--- src/logic/taxi_pkg.sv ---
// taxi meter shared definitions
`default_nettype none

package taxi_pkg;

  typedef enum logic [1:0] {IDLE, METER, WAIT, STOPPED} ride_state_t;
  typedef enum logic {CHARGE_KM, CHARGE_WAIT} charge_kind_t;
  typedef enum logic {SHARED, SPLIT} share_phase_t;

  localparam int BCD_DIGIT_W = 4;
  localparam int FARE_DIGITS = 4;   // hundreds, tens, units of yuan, then jiao
  localparam int SHOW_DIGITS = 3;   // whole yuan on display

  localparam int unsigned FREE_KM     = 3;  // covered by the start fare
  localparam int unsigned FREE_WAIT_S = 5;
  localparam int unsigned WAIT_STEP_S = 3;

  // start fares, jiao
  localparam int unsigned START_DAY         = 130;
  localparam int unsigned START_NIGHT       = 166;
  localparam int unsigned START_SHARE       = 88;
  localparam int unsigned START_SHARE_NIGHT = 106;

  // per km, jiao
  localparam int unsigned RATE_KM_DAY         = 20;
  localparam int unsigned RATE_KM_NIGHT       = 24;
  localparam int unsigned RATE_KM_SHARE       = 12;
  localparam int unsigned RATE_KM_SHARE_NIGHT = 14;

  // per waiting charge, jiao
  localparam int unsigned RATE_WAIT_DAY         = 10;
  localparam int unsigned RATE_WAIT_NIGHT       = 12;
  localparam int unsigned RATE_WAIT_SHARE       = 6;
  localparam int unsigned RATE_WAIT_SHARE_NIGHT = 7;

  localparam int unsigned FARE_MAX = 9999;

  // one decimal digit add, result is {carry, digit}
  function automatic logic [BCD_DIGIT_W:0] bcd_digit_add(
    input logic [BCD_DIGIT_W-1:0] a,
    input logic [BCD_DIGIT_W-1:0] b,
    input logic                   cin
  );
    logic [BCD_DIGIT_W:0] sum;
    sum = {1'b0, a} + {1'b0, b} + {{BCD_DIGIT_W{1'b0}}, cin};
    if (sum > (BCD_DIGIT_W + 1)'(9)) sum = sum + (BCD_DIGIT_W + 1)'(6);  // decimal adjust
    return sum;
  endfunction

  // binary constant to packed bcd, fare width
  function automatic logic [FARE_DIGITS*BCD_DIGIT_W-1:0] to_bcd(input int unsigned value);
    logic [FARE_DIGITS*BCD_DIGIT_W-1:0] bcd;
    int unsigned rest;
    bcd  = '0;
    rest = value;
    for (int i = 0; i < FARE_DIGITS; i++) begin
      bcd[i*BCD_DIGIT_W +: BCD_DIGIT_W] = BCD_DIGIT_W'(rest % 10);
      rest = rest / 10;
    end
    return bcd;
  endfunction

endpackage

`default_nettype wire

--- src/logic/charge_arbiter.sv ---
// round robin charge arbiter
`timescale 1ns/1ns
`default_nettype none

module charge_arbiter (
  input  wire                    clk,
  input  wire                    rst,
  input  wire                    km_req,
  input  wire                    wait_req,
  output logic                   km_ack,
  output logic                   wait_ack,
  output logic                   fare_req,
  output taxi_pkg::charge_kind_t fare_kind,
  input  wire                    fare_ack
);

  typedef enum logic [1:0] {ARB_IDLE, ARB_GRANT, ARB_FARE, ARB_RELAY} arb_state_t;

  arb_state_t state;
  logic       prio_wait;  // wait meter wins a tie
  logic       pick_wait;
  logic       ack_r;
  logic       gnt_req;    // request of the granted meter

  assign pick_wait = wait_req && (!km_req || prio_wait);
  assign gnt_req   = (fare_kind == taxi_pkg::CHARGE_WAIT) ? wait_req : km_req;
  assign km_ack    = ack_r && (fare_kind == taxi_pkg::CHARGE_KM);
  assign wait_ack  = ack_r && (fare_kind == taxi_pkg::CHARGE_WAIT);

  always_ff @(posedge clk or posedge rst) begin
    if (rst) begin
      state     <= ARB_IDLE;
      prio_wait <= 1'b0;
      fare_kind <= taxi_pkg::CHARGE_KM;
      fare_req  <= 1'b0;
      ack_r     <= 1'b0;
    end else begin
      case (state)
        ARB_IDLE: if (km_req || wait_req) begin
          fare_kind <= pick_wait ? taxi_pkg::CHARGE_WAIT : taxi_pkg::CHARGE_KM;
          prio_wait <= !pick_wait;  // other side next time
          state     <= ARB_GRANT;
        end
        ARB_GRANT: begin
          fare_req <= 1'b1;
          state    <= ARB_FARE;
        end
        ARB_FARE: if (fare_ack) begin
          fare_req <= 1'b0;
          ack_r    <= 1'b1;  // pass the ack back to the meter
          state    <= ARB_RELAY;
        end
        default: if (!gnt_req && !fare_ack) begin
          ack_r <= 1'b0;
          state <= ARB_IDLE;
        end
      endcase
    end
  end

endmodule

`default_nettype wire

--- src/logic/distance_meter.sv ---
// distance meter
`timescale 1ns/1ns
`default_nettype none

module distance_meter (
  input  wire                                clk,
  input  wire                                rst,
  input  wire                                tick,
  input  wire                                waiting,
  input  wire                                ride_start,
  input  wire  [2:0]                         speed_sel,
  output logic                               req,
  input  wire                                ack,
  output logic [2*taxi_pkg::BCD_DIGIT_W-1:0] km_bcd
);

  localparam int D    = taxi_pkg::BCD_DIGIT_W;
  localparam int KM_W = 2 * D;
  localparam logic [KM_W-1:0] KM_MAX      = {2{D'(9)}};
  localparam logic [KM_W-1:0] FREE_KM_BCD = KM_W'(taxi_pkg::to_bcd(taxi_pkg::FREE_KM));

  logic [2:0]      spd_cnt;  // ticks into the current km
  logic [KM_W-1:0] km_next;
  logic            km_step;
  logic            earn;

  always_comb begin
    logic carry;
    carry = 1'b1;
    for (int i = 0; i < 2; i++) begin
      {carry, km_next[i*D +: D]} = taxi_pkg::bcd_digit_add(km_bcd[i*D +: D], '0, carry);
    end
  end

  assign km_step = tick && !waiting && (spd_cnt >= speed_sel);
  assign earn    = km_step && (km_bcd >= FREE_KM_BCD) && (km_bcd != KM_MAX);

  always_ff @(posedge clk or posedge rst) begin
    if (rst) begin
      spd_cnt <= '0;
      km_bcd  <= '0;
    end else if (ride_start) begin
      spd_cnt <= '0;
      km_bcd  <= '0;
    end else if (tick && !waiting) begin
      if (km_step) begin
        spd_cnt <= '0;
        if (km_bcd != KM_MAX) km_bcd <= km_next;  // saturate at 99
      end else begin
        spd_cnt <= spd_cnt + 3'd1;
      end
    end
  end

  // four-phase request toward the arbiter
  always_ff @(posedge clk or posedge rst) begin
    if (rst)                      req <= 1'b0;
    else if (req && ack)          req <= 1'b0;
    else if (earn && !req && !ack) req <= 1'b1;
  end

endmodule

`default_nettype wire

--- src/logic/fare_accumulator.sv ---
// fare accumulator in bcd jiao
`timescale 1ns/1ns
`default_nettype none

module fare_accumulator (
  input  wire                                          clk,
  input  wire                                          rst,
  input  wire                                          ride_start,
  input  wire                                          double_ride,
  input  wire                                          night,
  input  taxi_pkg::share_phase_t                       phase,
  input  wire                                          fare_req,
  input  taxi_pkg::charge_kind_t                       fare_kind,
  output logic                                         fare_ack,
  output logic [taxi_pkg::SHOW_DIGITS*taxi_pkg::BCD_DIGIT_W-1:0] fare1_yuan,
  output logic [taxi_pkg::SHOW_DIGITS*taxi_pkg::BCD_DIGIT_W-1:0] fare2_yuan
);

  localparam int D      = taxi_pkg::BCD_DIGIT_W;
  localparam int FARE_W = taxi_pkg::FARE_DIGITS * D;
  localparam int YUAN_W = taxi_pkg::SHOW_DIGITS * D;
  localparam logic [FARE_W-1:0] FARE_MAX_BCD = taxi_pkg::to_bcd(taxi_pkg::FARE_MAX);

  logic [FARE_W-1:0] fare1;  // first passenger
  logic [FARE_W-1:0] fare2;  // second passenger, or the only one
  logic [FARE_W-1:0] rate;
  logic [FARE_W-1:0] start_fare;
  logic              shared_rate;
  logic              p1_live;

  // bcd add with saturation at the top of the range
  function automatic logic [FARE_W-1:0] add_sat(
    input logic [FARE_W-1:0] fare,
    input logic [FARE_W-1:0] step
  );
    logic [FARE_W-1:0] sum;
    logic              carry;
    carry = 1'b0;
    for (int i = 0; i < taxi_pkg::FARE_DIGITS; i++) begin
      {carry, sum[i*D +: D]} = taxi_pkg::bcd_digit_add(fare[i*D +: D], step[i*D +: D], carry);
    end
    return carry ? FARE_MAX_BCD : sum;
  endfunction

  // half up on the jiao digit
  function automatic logic [YUAN_W-1:0] round_yuan(input logic [FARE_W-1:0] fare);
    logic [YUAN_W-1:0] up;
    logic              carry;
    carry = (fare[D-1:0] >= D'(5));
    for (int i = 0; i < taxi_pkg::SHOW_DIGITS; i++) begin
      {carry, up[i*D +: D]} = taxi_pkg::bcd_digit_add(fare[(i+1)*D +: D], '0, carry);
    end
    return carry ? {taxi_pkg::SHOW_DIGITS{D'(9)}} : up;
  endfunction

  assign shared_rate = double_ride && (phase == taxi_pkg::SHARED);
  assign p1_live     = !double_ride || (phase == taxi_pkg::SHARED);  // frozen after subtotal

  always_comb begin
    if (fare_kind == taxi_pkg::CHARGE_KM) begin
      case ({shared_rate, night})
        2'b00:   rate = taxi_pkg::to_bcd(taxi_pkg::RATE_KM_DAY);
        2'b01:   rate = taxi_pkg::to_bcd(taxi_pkg::RATE_KM_NIGHT);
        2'b10:   rate = taxi_pkg::to_bcd(taxi_pkg::RATE_KM_SHARE);
        default: rate = taxi_pkg::to_bcd(taxi_pkg::RATE_KM_SHARE_NIGHT);
      endcase
    end else begin
      case ({shared_rate, night})
        2'b00:   rate = taxi_pkg::to_bcd(taxi_pkg::RATE_WAIT_DAY);
        2'b01:   rate = taxi_pkg::to_bcd(taxi_pkg::RATE_WAIT_NIGHT);
        2'b10:   rate = taxi_pkg::to_bcd(taxi_pkg::RATE_WAIT_SHARE);
        default: rate = taxi_pkg::to_bcd(taxi_pkg::RATE_WAIT_SHARE_NIGHT);
      endcase
    end
  end

  always_comb begin
    case ({double_ride, night})
      2'b00:   start_fare = taxi_pkg::to_bcd(taxi_pkg::START_DAY);
      2'b01:   start_fare = taxi_pkg::to_bcd(taxi_pkg::START_NIGHT);
      2'b10:   start_fare = taxi_pkg::to_bcd(taxi_pkg::START_SHARE);
      default: start_fare = taxi_pkg::to_bcd(taxi_pkg::START_SHARE_NIGHT);
    endcase
  end

  always_ff @(posedge clk or posedge rst) begin
    if (rst) begin
      fare_ack <= 1'b0;
      fare1    <= '0;
      fare2    <= '0;
    end else if (ride_start) begin
      fare1 <= start_fare;
      fare2 <= start_fare;
    end else if (fare_req && !fare_ack) begin
      fare2    <= add_sat(fare2, rate);
      if (p1_live) fare1 <= add_sat(fare1, rate);
      fare_ack <= 1'b1;
    end else if (!fare_req) begin
      fare_ack <= 1'b0;
    end
  end

  assign fare1_yuan = round_yuan(fare1);
  assign fare2_yuan = round_yuan(fare2);

endmodule

`default_nettype wire

--- src/logic/ride_control.sv ---
// ride control and tick generation
`timescale 1ns/1ns
`default_nettype none

module ride_control #(
  parameter int TICK_DIV = 50000
) (
  input  wire                    clk,
  input  wire                    rst,
  input  wire                    onride,
  input  wire                    wait_btn,
  input  wire                    stop_btn,
  input  wire                    subtotal_btn,
  input  wire                    double_ride,
  output logic                   tick,
  output logic                   waiting,
  output logic                   ride_start,
  output taxi_pkg::share_phase_t phase
);

  localparam int CNT_W = (TICK_DIV > 1) ? $clog2(TICK_DIV) : 1;

  taxi_pkg::ride_state_t state;
  logic [CNT_W-1:0]      div_cnt;
  logic                  onride_q;  // edge detect
  logic                  metering;

  assign metering = (state == taxi_pkg::METER) || (state == taxi_pkg::WAIT);
  assign waiting  = (state == taxi_pkg::WAIT);
  assign tick     = metering && (div_cnt == CNT_W'(TICK_DIV - 1));

  always_ff @(posedge clk or posedge rst) begin
    if (rst) begin
      state <= taxi_pkg::IDLE;
    end else if (!onride) begin
      state <= taxi_pkg::IDLE;
    end else begin
      case (state)
        taxi_pkg::IDLE:  state <= taxi_pkg::METER;
        taxi_pkg::METER: begin
          if (stop_btn)      state <= taxi_pkg::STOPPED;
          else if (wait_btn) state <= taxi_pkg::WAIT;
        end
        taxi_pkg::WAIT:  begin
          if (stop_btn)      state <= taxi_pkg::STOPPED;
          else if (wait_btn) state <= taxi_pkg::METER;  // back to driving
        end
        default: state <= taxi_pkg::STOPPED;  // frozen until onride drops
      endcase
    end
  end

  always_ff @(posedge clk or posedge rst) begin
    if (rst) begin
      div_cnt <= '0;
    end else if (!metering || tick) begin
      div_cnt <= '0;
    end else begin
      div_cnt <= div_cnt + 1'b1;
    end
  end

  always_ff @(posedge clk or posedge rst) begin
    if (rst) begin
      onride_q   <= 1'b0;
      ride_start <= 1'b0;
      phase      <= taxi_pkg::SHARED;
    end else begin
      onride_q   <= onride;
      ride_start <= onride && !onride_q;
      if (!onride) phase <= taxi_pkg::SHARED;
      else if (subtotal_btn && double_ride && metering) phase <= taxi_pkg::SPLIT;  // sticky
    end
  end

endmodule

`default_nettype wire

--- src/logic/taxi_meter.sv ---
// taxi fare meter top
`timescale 1ns/1ns
`default_nettype none

module taxi_meter #(
  parameter int TICK_DIV = 50000
) (
  input  wire                                                   clk,
  input  wire                                                   rst,
  input  wire                                                   onride,
  input  wire                                                   double_ride,
  input  wire                                                   night,
  input  wire  [2:0]                                            speed_sel,
  input  wire                                                   wait_btn,
  input  wire                                                   stop_btn,
  input  wire                                                   subtotal_btn,
  output wire  [2*taxi_pkg::BCD_DIGIT_W-1:0]                    km_bcd,
  output wire  [3*taxi_pkg::BCD_DIGIT_W-1:0]                    wait_bcd,
  output wire  [taxi_pkg::SHOW_DIGITS*taxi_pkg::BCD_DIGIT_W-1:0] fare1_yuan,
  output wire  [taxi_pkg::SHOW_DIGITS*taxi_pkg::BCD_DIGIT_W-1:0] fare2_yuan
);

  wire                    tick;
  wire                    waiting;
  wire                    ride_start;
  taxi_pkg::share_phase_t phase;
  wire                    km_req;
  wire                    km_ack;
  wire                    wait_req;
  wire                    wait_ack;
  wire                    fare_req;
  wire                    fare_ack;
  taxi_pkg::charge_kind_t fare_kind;

  ride_control #(.TICK_DIV(TICK_DIV)) u_ride_control (
    .clk, .rst, .onride, .wait_btn, .stop_btn, .subtotal_btn, .double_ride,
    .tick, .waiting, .ride_start, .phase
  );

  // two meters share the fare register through the arbiter
  distance_meter u_distance_meter (
    .clk, .rst, .tick, .waiting, .ride_start, .speed_sel,
    .req(km_req), .ack(km_ack), .km_bcd
  );

  wait_meter u_wait_meter (
    .clk, .rst, .tick, .waiting, .ride_start,
    .req(wait_req), .ack(wait_ack), .wait_bcd
  );

  charge_arbiter u_charge_arbiter (
    .clk, .rst, .km_req, .wait_req, .km_ack, .wait_ack,
    .fare_req, .fare_kind, .fare_ack
  );

  fare_accumulator u_fare_accumulator (
    .clk, .rst, .ride_start, .double_ride, .night, .phase,
    .fare_req, .fare_kind, .fare_ack, .fare1_yuan, .fare2_yuan
  );

endmodule

`default_nettype wire

--- src/logic/wait_meter.sv ---
// waiting time meter
`timescale 1ns/1ns
`default_nettype none

module wait_meter (
  input  wire                                clk,
  input  wire                                rst,
  input  wire                                tick,
  input  wire                                waiting,
  input  wire                                ride_start,
  output logic                               req,
  input  wire                                ack,
  output logic [3*taxi_pkg::BCD_DIGIT_W-1:0] wait_bcd
);

  localparam int D      = taxi_pkg::BCD_DIGIT_W;
  localparam int WAIT_W = 3 * D;
  localparam int STEP_W = 4;
  localparam logic [WAIT_W-1:0] WAIT_MAX = {3{D'(9)}};

  logic [WAIT_W-1:0] wait_next;
  logic [STEP_W-1:0] step;      // seconds since last charge point
  logic              charging;  // free period is over
  logic              sec_step;
  logic              earn;

  always_comb begin
    logic carry;
    carry = 1'b1;
    for (int i = 0; i < 3; i++) begin
      {carry, wait_next[i*D +: D]} = taxi_pkg::bcd_digit_add(wait_bcd[i*D +: D], '0, carry);
    end
  end

  assign sec_step = tick && waiting && (wait_bcd != WAIT_MAX);
  assign earn     = sec_step && (charging ? (step == STEP_W'(taxi_pkg::WAIT_STEP_S - 1))
                                          : (step == STEP_W'(taxi_pkg::FREE_WAIT_S - 1)));

  always_ff @(posedge clk or posedge rst) begin
    if (rst) begin
      wait_bcd <= '0;
      step     <= '0;
      charging <= 1'b0;
    end else if (ride_start) begin
      wait_bcd <= '0;
      step     <= '0;
      charging <= 1'b0;
    end else if (sec_step) begin
      wait_bcd <= wait_next;
      if (earn) begin
        step     <= '0;
        charging <= 1'b1;
      end else begin
        step <= step + 1'b1;
      end
    end
  end

  always_ff @(posedge clk or posedge rst) begin
    if (rst)                      req <= 1'b0;
    else if (req && ack)          req <= 1'b0;
    else if (earn && !req && !ack) req <= 1'b1;
  end

endmodule

`default_nettype wire

--- config.mk ---
export PLATFORM = sky130hd
export DESIGN_NAME = taxi_meter
export DESIGN_NICKNAME = d
export VERILOG_FILES = /design/src/logic/taxi_pkg.sv /design/src/logic/charge_arbiter.sv /design/src/logic/distance_meter.sv /design/src/logic/fare_accumulator.sv /design/src/logic/ride_control.sv /design/src/logic/taxi_meter.sv /design/src/logic/wait_meter.sv
export SDC_FILE = /design/constraint.sdc
export NUM_CORES = 1
export LEC_CHECK = 0
export BUFFER_PORTS_ARGS = -buffer_cell sky130_fd_sc_hd__buf_2
export CORE_MARGIN = 5
export CORE_UTILIZATION = 60
export DETAILED_ROUTE_END_ITERATION = 8
export PLACE_DENSITY = 0.89
export SLEW_MARGIN = 20
export SYNTH_ARGS = -nofsm -noshare
export SYNTH_HDL_FRONTEND = slang
export SYNTH_HIERARCHICAL = 1
export SYNTH_SLANG_ARGS = --single-unit
--- constraint.sdc ---
create_clock -name clk -period 12.5 [get_ports clk]
set_clock_uncertainty 0.2 [all_clocks]
set_input_delay 0 -clock clk [delete_from_list [all_inputs] [get_ports clk]]
set_output_delay 0 -clock clk [all_outputs]
set_load 0.01 [all_outputs]
==> results of run 1 <==
-- synth_stat cells (9+ instances only) --
cell type / count
clkbuf_1: 20
a21oi_1: 71
nand3_1: 44
nand2_1: 85
a31oi_1: 16
a21o_1: 14
nor3_1: 31
o21ai_0: 61
ha_1: 78
mux2i_1: 12
or3_1: 11
nor2_1: 75
nor2b_1: 17
nand2b_1: 19
nand3b_1: 10
inv_1: 54
xor2_1: 13
buf_2: 16
and3_1: 9
dfrtp_1: 90
xnor2_1: 36
-- layout make-up --
class	count	area, sq um
multi-input combinational	836	5988
fill	1134	4987
sequential	90	2252
timing repair buffer	69	412.9
clock buffer	11	242.7
tap	184	230.2
inverter	57	214.0
clock inverter	5	38.79
antenna	1	2.502
-- sequential cells by signal, summed over array words and instances (netlist names), 2 cells and up --
signal,cells
u_wait_meter/step,4
u_fare_accumulator/fare2,16
u_ride_control/state,2
u_distance_meter/spd_cnt,3
u_wait_meter/wait_bcd,12
u_distance_meter/km_bcd,8
u_fare_accumulator/fare1,16
u_ride_control/div_cnt,16
u_charge_arbiter/state,2
-- power breakdown --
part           internal, mW  switching [mW]  total [mW]
registers             0.343          0.0940       0.437
logic                 0.529           0.684        1.21
clock network         0.141           0.118       0.259
total                  1.01           0.896        1.91
-- final timing paths --
| path | startpoint | endpoint | slack (ns) | depth (start not counted) |
|---|---|---|---|---|
| setup / recovery | u_ride_control/phase | u_fare_accumulator/fare2[2] | 5.09 | 26 |
| hold / removal | speed_sel[1] | u_distance_meter/spd_cnt[1] | 0.07 | 6 |
| setup reg to reg | u_ride_control/phase | u_fare_accumulator/fare2[2] | 5.09 | 26 |
| hold reg to reg | u_ride_control/onride_q | u_ride_control/ride_start | 0.20 | 1 |
| max in group asynchronous | rst | u_charge_arbiter/state[0] | 11.29 | 4 |
| min in group asynchronous | rst | u_distance_meter/req | 0.10 | 3 |
-- critical path, stage by stage (launching register included) --
cell,delay [ns]
dfrtp_1,0.41
nand2b_1,0.21
o21ai_0,0.59
fa_1,0.65
inv_1,0.16
nor3_1,0.07
o21ai_0,0.16
a21boi_0,0.12
nor4_1,0.26
fa_1,0.31
inv_1,0.08
fa_1,0.46
xor2_4,0.21
ha_1,0.26
nand2b_1,0.16
mux2i_1,0.21
ha_1,0.37
nand3b_1,0.13
o21a_1,0.12
a22o_1,0.26
ha_1,0.27
ha_1,0.41
a21boi_0,0.19
a211o_1,0.34
nor2_2,0.23
nor3_2,0.12
a221o_1,0.33
-- kinds of logic after synthesis --
family,share of synthesized area (%)
AND/OR/NAND/NOR,23.99
AO/OA/AOI/OAI,23.40
buffers and inverters,5.609
flip-flops,25.82
adder cells (fa/ha/maj),12.57
XOR/XNOR,6.298
multiplexers,2.324
-- repair_timing --
item                                   4_1_cts  5_1_grt
endpoints found under the hold margin      105        0
hold buffers                                12        0
buffers inserted                             0        0
-- routing by layer --
| metal | share of wire, % | global-route usage, % |
|---|---|---|
| met5 | 0 | 0 |
| met4 | 1.2 | 6.352 |
| met3 | 5.1 | 4.309 |
| met2 | 49 | 39.87 |
| met1 | 45 | 31.29 |
==> results_dict.tcl, run 1 <==
set metrics [dict create \
    status "finished clean" \
    finalNetCount 1158 \
    tightestPinTransition_ns 0.9677 \
    placed_cell_area_sq_um 8970 \
    placed_cells 1224 \
    cts_resized 0 \
    area_growth_pct 7.560 \
    finalSetupTns_ns 0 \
    wire_per_inst_um 15.67 \
    p_leak_nw 4.104 \
    holdCritPathClass "primary input to register" \
    row_count 44 \
    layout_common_cells "90 x dfrtp_1, 85 x nand2_1, 78 x ha_1" \
    pre_cts_ws_ns 5.220 \
    cts_tree "done" \
    hold_violations 0 \
    synth-edff-count 0 \
    postLayoutSetupSlackWorst_ns 5.089 \
    synth-seq-area-share_pct 25.82 \
    arrival_ns 7.44 \
    cap_violations 0 \
    root_buffer "clkbuf_16" \
    final_cells 1253 \
    yosys-top-cells-area "dfrtp_1 26%, ha_1 11%, a21oi_1 4.1%" \
    clock-sinks 90 \
    critical_path_class "register to register" \
    drt_wl_total_um 19640 \
    p_per_area_nw_per_um2 203.6 \
    synthesis.area_sq_um 8722 \
    finalCritPeriodShare_pct 59.29 \
    ant_nets 0 \
    whs_ns 0.07284 \
    design_area_sq_um 9382 \
    utilization_pct 65.29 \
    rsz0062_at_grt "false" \
    relSlewSlack_pct 35.25 \
    die-width_um 130.6 \
    yosysTopAreaCell "dfrtp_1" \
    fmax_mhz 134.9 \
    yosysTopAreaCellShare_pct 25.82 \
    clk_pin_slew_ns 0.07 \
    antenna_found_initial 1 \
    ys_types 111 \
    drive_gt1_share_pct 12.27 \
    core_area_sq_um 14370 \
    synthesis.nets 1127 \
    die-area_sq_um 17050 \
    grt_max_degree 51 \
    final_common_cell "dfrtp_1" \
    p_total_mw 1.910 \
    clock_latency_ns 0.35 \
    synth-async-reset-ratio_pct 100.0 \
    gp_congestion 0.8453 \
    end_kind "register" \
    dp_hpwl_um 13990 \
    grt_pass1_vias 7447 \
    ys_ff_latch 90 \
    slew_viol_final 0 \
    start_kind "register" \
    initial_core_util_pct 60.70 \
    boundaryPins 55 \
    yosysWarnings 6 \
    crit_fanout 9 \
    min_period_ns 7.411 \
    avgSynthCellArea_sq_um 8.452 \
    cts_made_buffers 9 \
    setup_violations 0 \
    die_h_um 130.6 \
    clockBufferDepth 2 \
    htreeDepth 3 \
    required_ns 12.53 \
    grt_first_pass_wirelength_um 33820 \
    port_buffers 54 \
    drcViolationCount 0 \
    grt_overflow_total 0 \
    first_pass_iters 5 \
    via_count 7925 \
    syn-instance-count 1032 \
    ir_drop_uv 131.4 \
    synth_ff_type "dfrtp_1" \
    grt.total_usage_pct 23.60 \
    viasPerCell 6.325 \
    drtIter0Drc 669 \
]
(Power assumes the default switching activity.)
==> inputs of run 2 (changes only) <==
- ABC_AREA: default -> 1
- CORE_UTILIZATION: 60 -> 56
- PLACE_DENSITY: 0.89 -> 0.88
- clock period: 12.5 -> 6.7 ns (I/O delays scaled with it)
==> run 2 against run 1 <==
Effect of this change: final area decreased by 5.4%; synthesized cell count is 9.6% higher; final cell count is 11% higher; sequential power is 46% higher; first-iteration DRC count shrank 10%; wire length shrank 13%; register-to-register slack worse by 4.7 ns.
==> results_dict.tcl, run 2 <==
set metrics [dict create \
    fmax_mhz 158.7 \
    layout_common_cells "326 x nand2_1, 145 x inv_1, 117 x nand3_1" \
    htreeDepth 3 \
    synth-async-reset-ratio_pct 100.0 \
    finalNetCount 1297 \
    slowest_delay_ns 0.53 \
    avgSynthCellArea_sq_um 7.001 \
    holdCritPathClass "primary input to asynchronous set/reset pin" \
    row_count 43 \
    finalSetupTns_ns 0 \
    cts_made_buffers 9 \
    whs_ns 0.06091 \
    synthMuxAreaShare_pct 0 \
    synth_compound_area_share_pct 7.016 \
    tightestPinTransition_ns 0.7766 \
    ys_ff_latch 90 \
    grt_pass1_vias 6819 \
    die-width_um 128.9 \
    core_area_sq_um 13880 \
    cp_top_family "adder cells" \
    antennaDiodeCount 0 \
    synthAdderAreaFrac_pct 13.84 \
    arrival_ns 6.37 \
    finalCritPeriodShare_pct 94.03 \
    root_buffer "clkbuf_16" \
    hold_violations 0 \
    synthesis.area_sq_um 7918 \
    crit_buf_inv 9 \
    synth_ff_type "dfrtp_1" \
    ant_nets 0 \
    dp_hpwl_um 12950 \
    grt_first_pass_wirelength_um 29220 \
    clock-sinks 90 \
    clk_pin_slew_ns 0.06 \
    port_buffers 54 \
    syn-instance-count 1131 \
    critical_path_class "primary input to register" \
    pre_cts_ws_ns 0.1311 \
    die-area_sq_um 16620 \
    yosysTopAreaCellShare_pct 28.45 \
    grt_max_degree 34 \
    p_leak_nw 4.738 \
    status "finished clean" \
    setup_violations 0 \
    drtIter0Drc 601 \
    yosys-top-cells-area "dfrtp_1 28%, nand2_1 16%, ha_1 12%" \
    required_ns 6.77 \
    yosysWarnings 6 \
    start_kind "primary input" \
    crit_fanout 8 \
    antenna_found_initial 0 \
    min_period_ns 6.300 \
    final_common_cell "nand2_1" \
    synth_simple_gate_area_share_pct 35.43 \
    drive_gt1_share_pct 13.36 \
    boundaryPins 55 \
    p_per_area_nw_per_um2 221.8 \
    cap_violations 0 \
    reg_top3 "u_fare_accumulator/fare1 x16, u_fare_accumulator/fare2 x16, u_ride_control/div_cnt x16" \
    synth_common_cells "333 x nand2_1, 147 x inv_1, 117 x nand3_1, 100 x nor2_1, 90 x dfrtp_1" \
    relSlewSlack_pct 48.17 \
    wire_per_inst_um 12.36 \
    die_h_um 128.9 \
    clock_latency_ns 0.34 \
    drcViolationCount 0 \
    viasPerCell 5.288 \
    utilization_pct 63.93 \
    via_count 7324 \
    synthesis.nets 1226 \
    drt_wl_total_um 17120 \
    slew_viol_final 0 \
    ys_types 47 \
    cts_tree "done" \
    yosysTopAreaCell "dfrtp_1" \
    initial_core_util_pct 57.04 \
    cp_common_cell "nand2_1" \
    gp_congestion 0.9201 \
    first_pass_iters 6 \
    synthXorXnorAreaFrac_pct 6.131 \
    clockBufferDepth 2 \
    ir_drop_uv 175.8 \
    synth-seq-area-share_pct 28.45 \
    grt_overflow_total 0 \
    area_growth_pct 12.07 \
    yosysMostFrequentCell "nand2_1" \
    end_kind "register" \
    critPathSlowestCell "dlygate4sd3_1" \
    synth-edff-count 0 \
    postLayoutSetupSlackWorst_ns 0.4002 \
    grt.total_usage_pct 20.69 \
    synth_top_family_by_area "simple AND/OR/NAND/NOR gates" \
]
==> run 2: changes by cell type after synthesis, moves of 21 or more <==
cell	delta
a21oi_1	-40
inv_1	+93
nand2_1	+248
nand3_1	+73
nor2_1	+25
xnor2_1	-21
==> run 2: stage by stage <==
| stage | std cells | power, mW | instance area (sq um) |
|---|---|---|---|
| after CTS | 1381 | 1.928 | 8736 |
| after detailed placement | 1356 | 1.406 | 8332 |
| final | 1385 | 1.968 | 8874 |
| after global routing | 1385 | 2.125 | 8874 |
| after floorplan | 1131 | 1.230 | 7918 |
| after global placement | 1356 | 1.378 | 8332 |
==> run 2: metal layers <==
layer / GRT usage, % / up-vias / wire [um]
met5: 0 / - / 0
met4: 4.447 / 0 / 272
met3: 4.193 / 32 / 840
met1: 26.80 / 3364 / 7656
met2: 35.88 / 170 / 8349
li1: - / 3758 / -
==> run 2: final timing paths <==
kind                                            startpoint                            to  slack [ns]  depth (start not counted)
worst min register to register     u_ride_control/onride_q     u_ride_control/ride_start        0.20                          1
min in group clk                              speed_sel[0]   u_distance_meter/spd_cnt[2]        0.11                          7
worst min-delay path                                   rst    u_distance_meter/km_bcd[7]        0.06                          3
worst max-delay path                           double_ride  u_fare_accumulator/fare2[14]        0.40                         44
max in group asynchronous                              rst     u_charge_arbiter/state[0]        5.53                          4
worst max register to register  u_charge_arbiter/fare_kind  u_fare_accumulator/fare2[14]        0.43                         40
==> run 2: worst reg2reg max path, delay by kind of cell, from the launching register on <==
kind | cells | cell delay, ns
DFF | 1 | 0.46
xor gates and xnor gates | 2 | 0.40
AOI/OAI and AO/OA | 2 | 0.23
adders and majority gates | 8 | 2.29
buffers and inverters | 6 | 0.44
and+or+nand+nor | 22 | 2.20
==> run 2: cells by family (layout without fill, tap and decap cells) <==
logic type,count (synthesis),in the layout
flops,90,90
xor+xnor,46,46
buf+inv,173,247
simple gates,635,635
compound gates,103,103
fa+ha+maj,84,84
==> run 2: final cells by class <==
cell class	instances	area, sq um
tap	180	225.2
fill	1173	5007
inverter	162	626.9
clock inverter	2	37.54
clock buffer	12	256.5
multi-input combinational	868	5047
sequential	90	2252
timing repair buffer	71	427.9
==> run 2: what timing repair did <==
item,4_1_cts,5_1_grt
hold buffers,11,0
gates resized for setup,0,35
endpoints found under the hold margin,105,0
setup buffers,0,4
setup endpoints to repair,0,30
==> run 2: where the power goes <==
| group | total (mW) | switching [mW] | internal [mW] |
|---|---|---|---|
| logic | 0.827 | 0.492 | 0.334 |
| clock network | 0.504 | 0.199 | 0.305 |
| registers | 0.637 | 0.0551 | 0.582 |
| total | 1.97 | 0.746 | 1.22 |
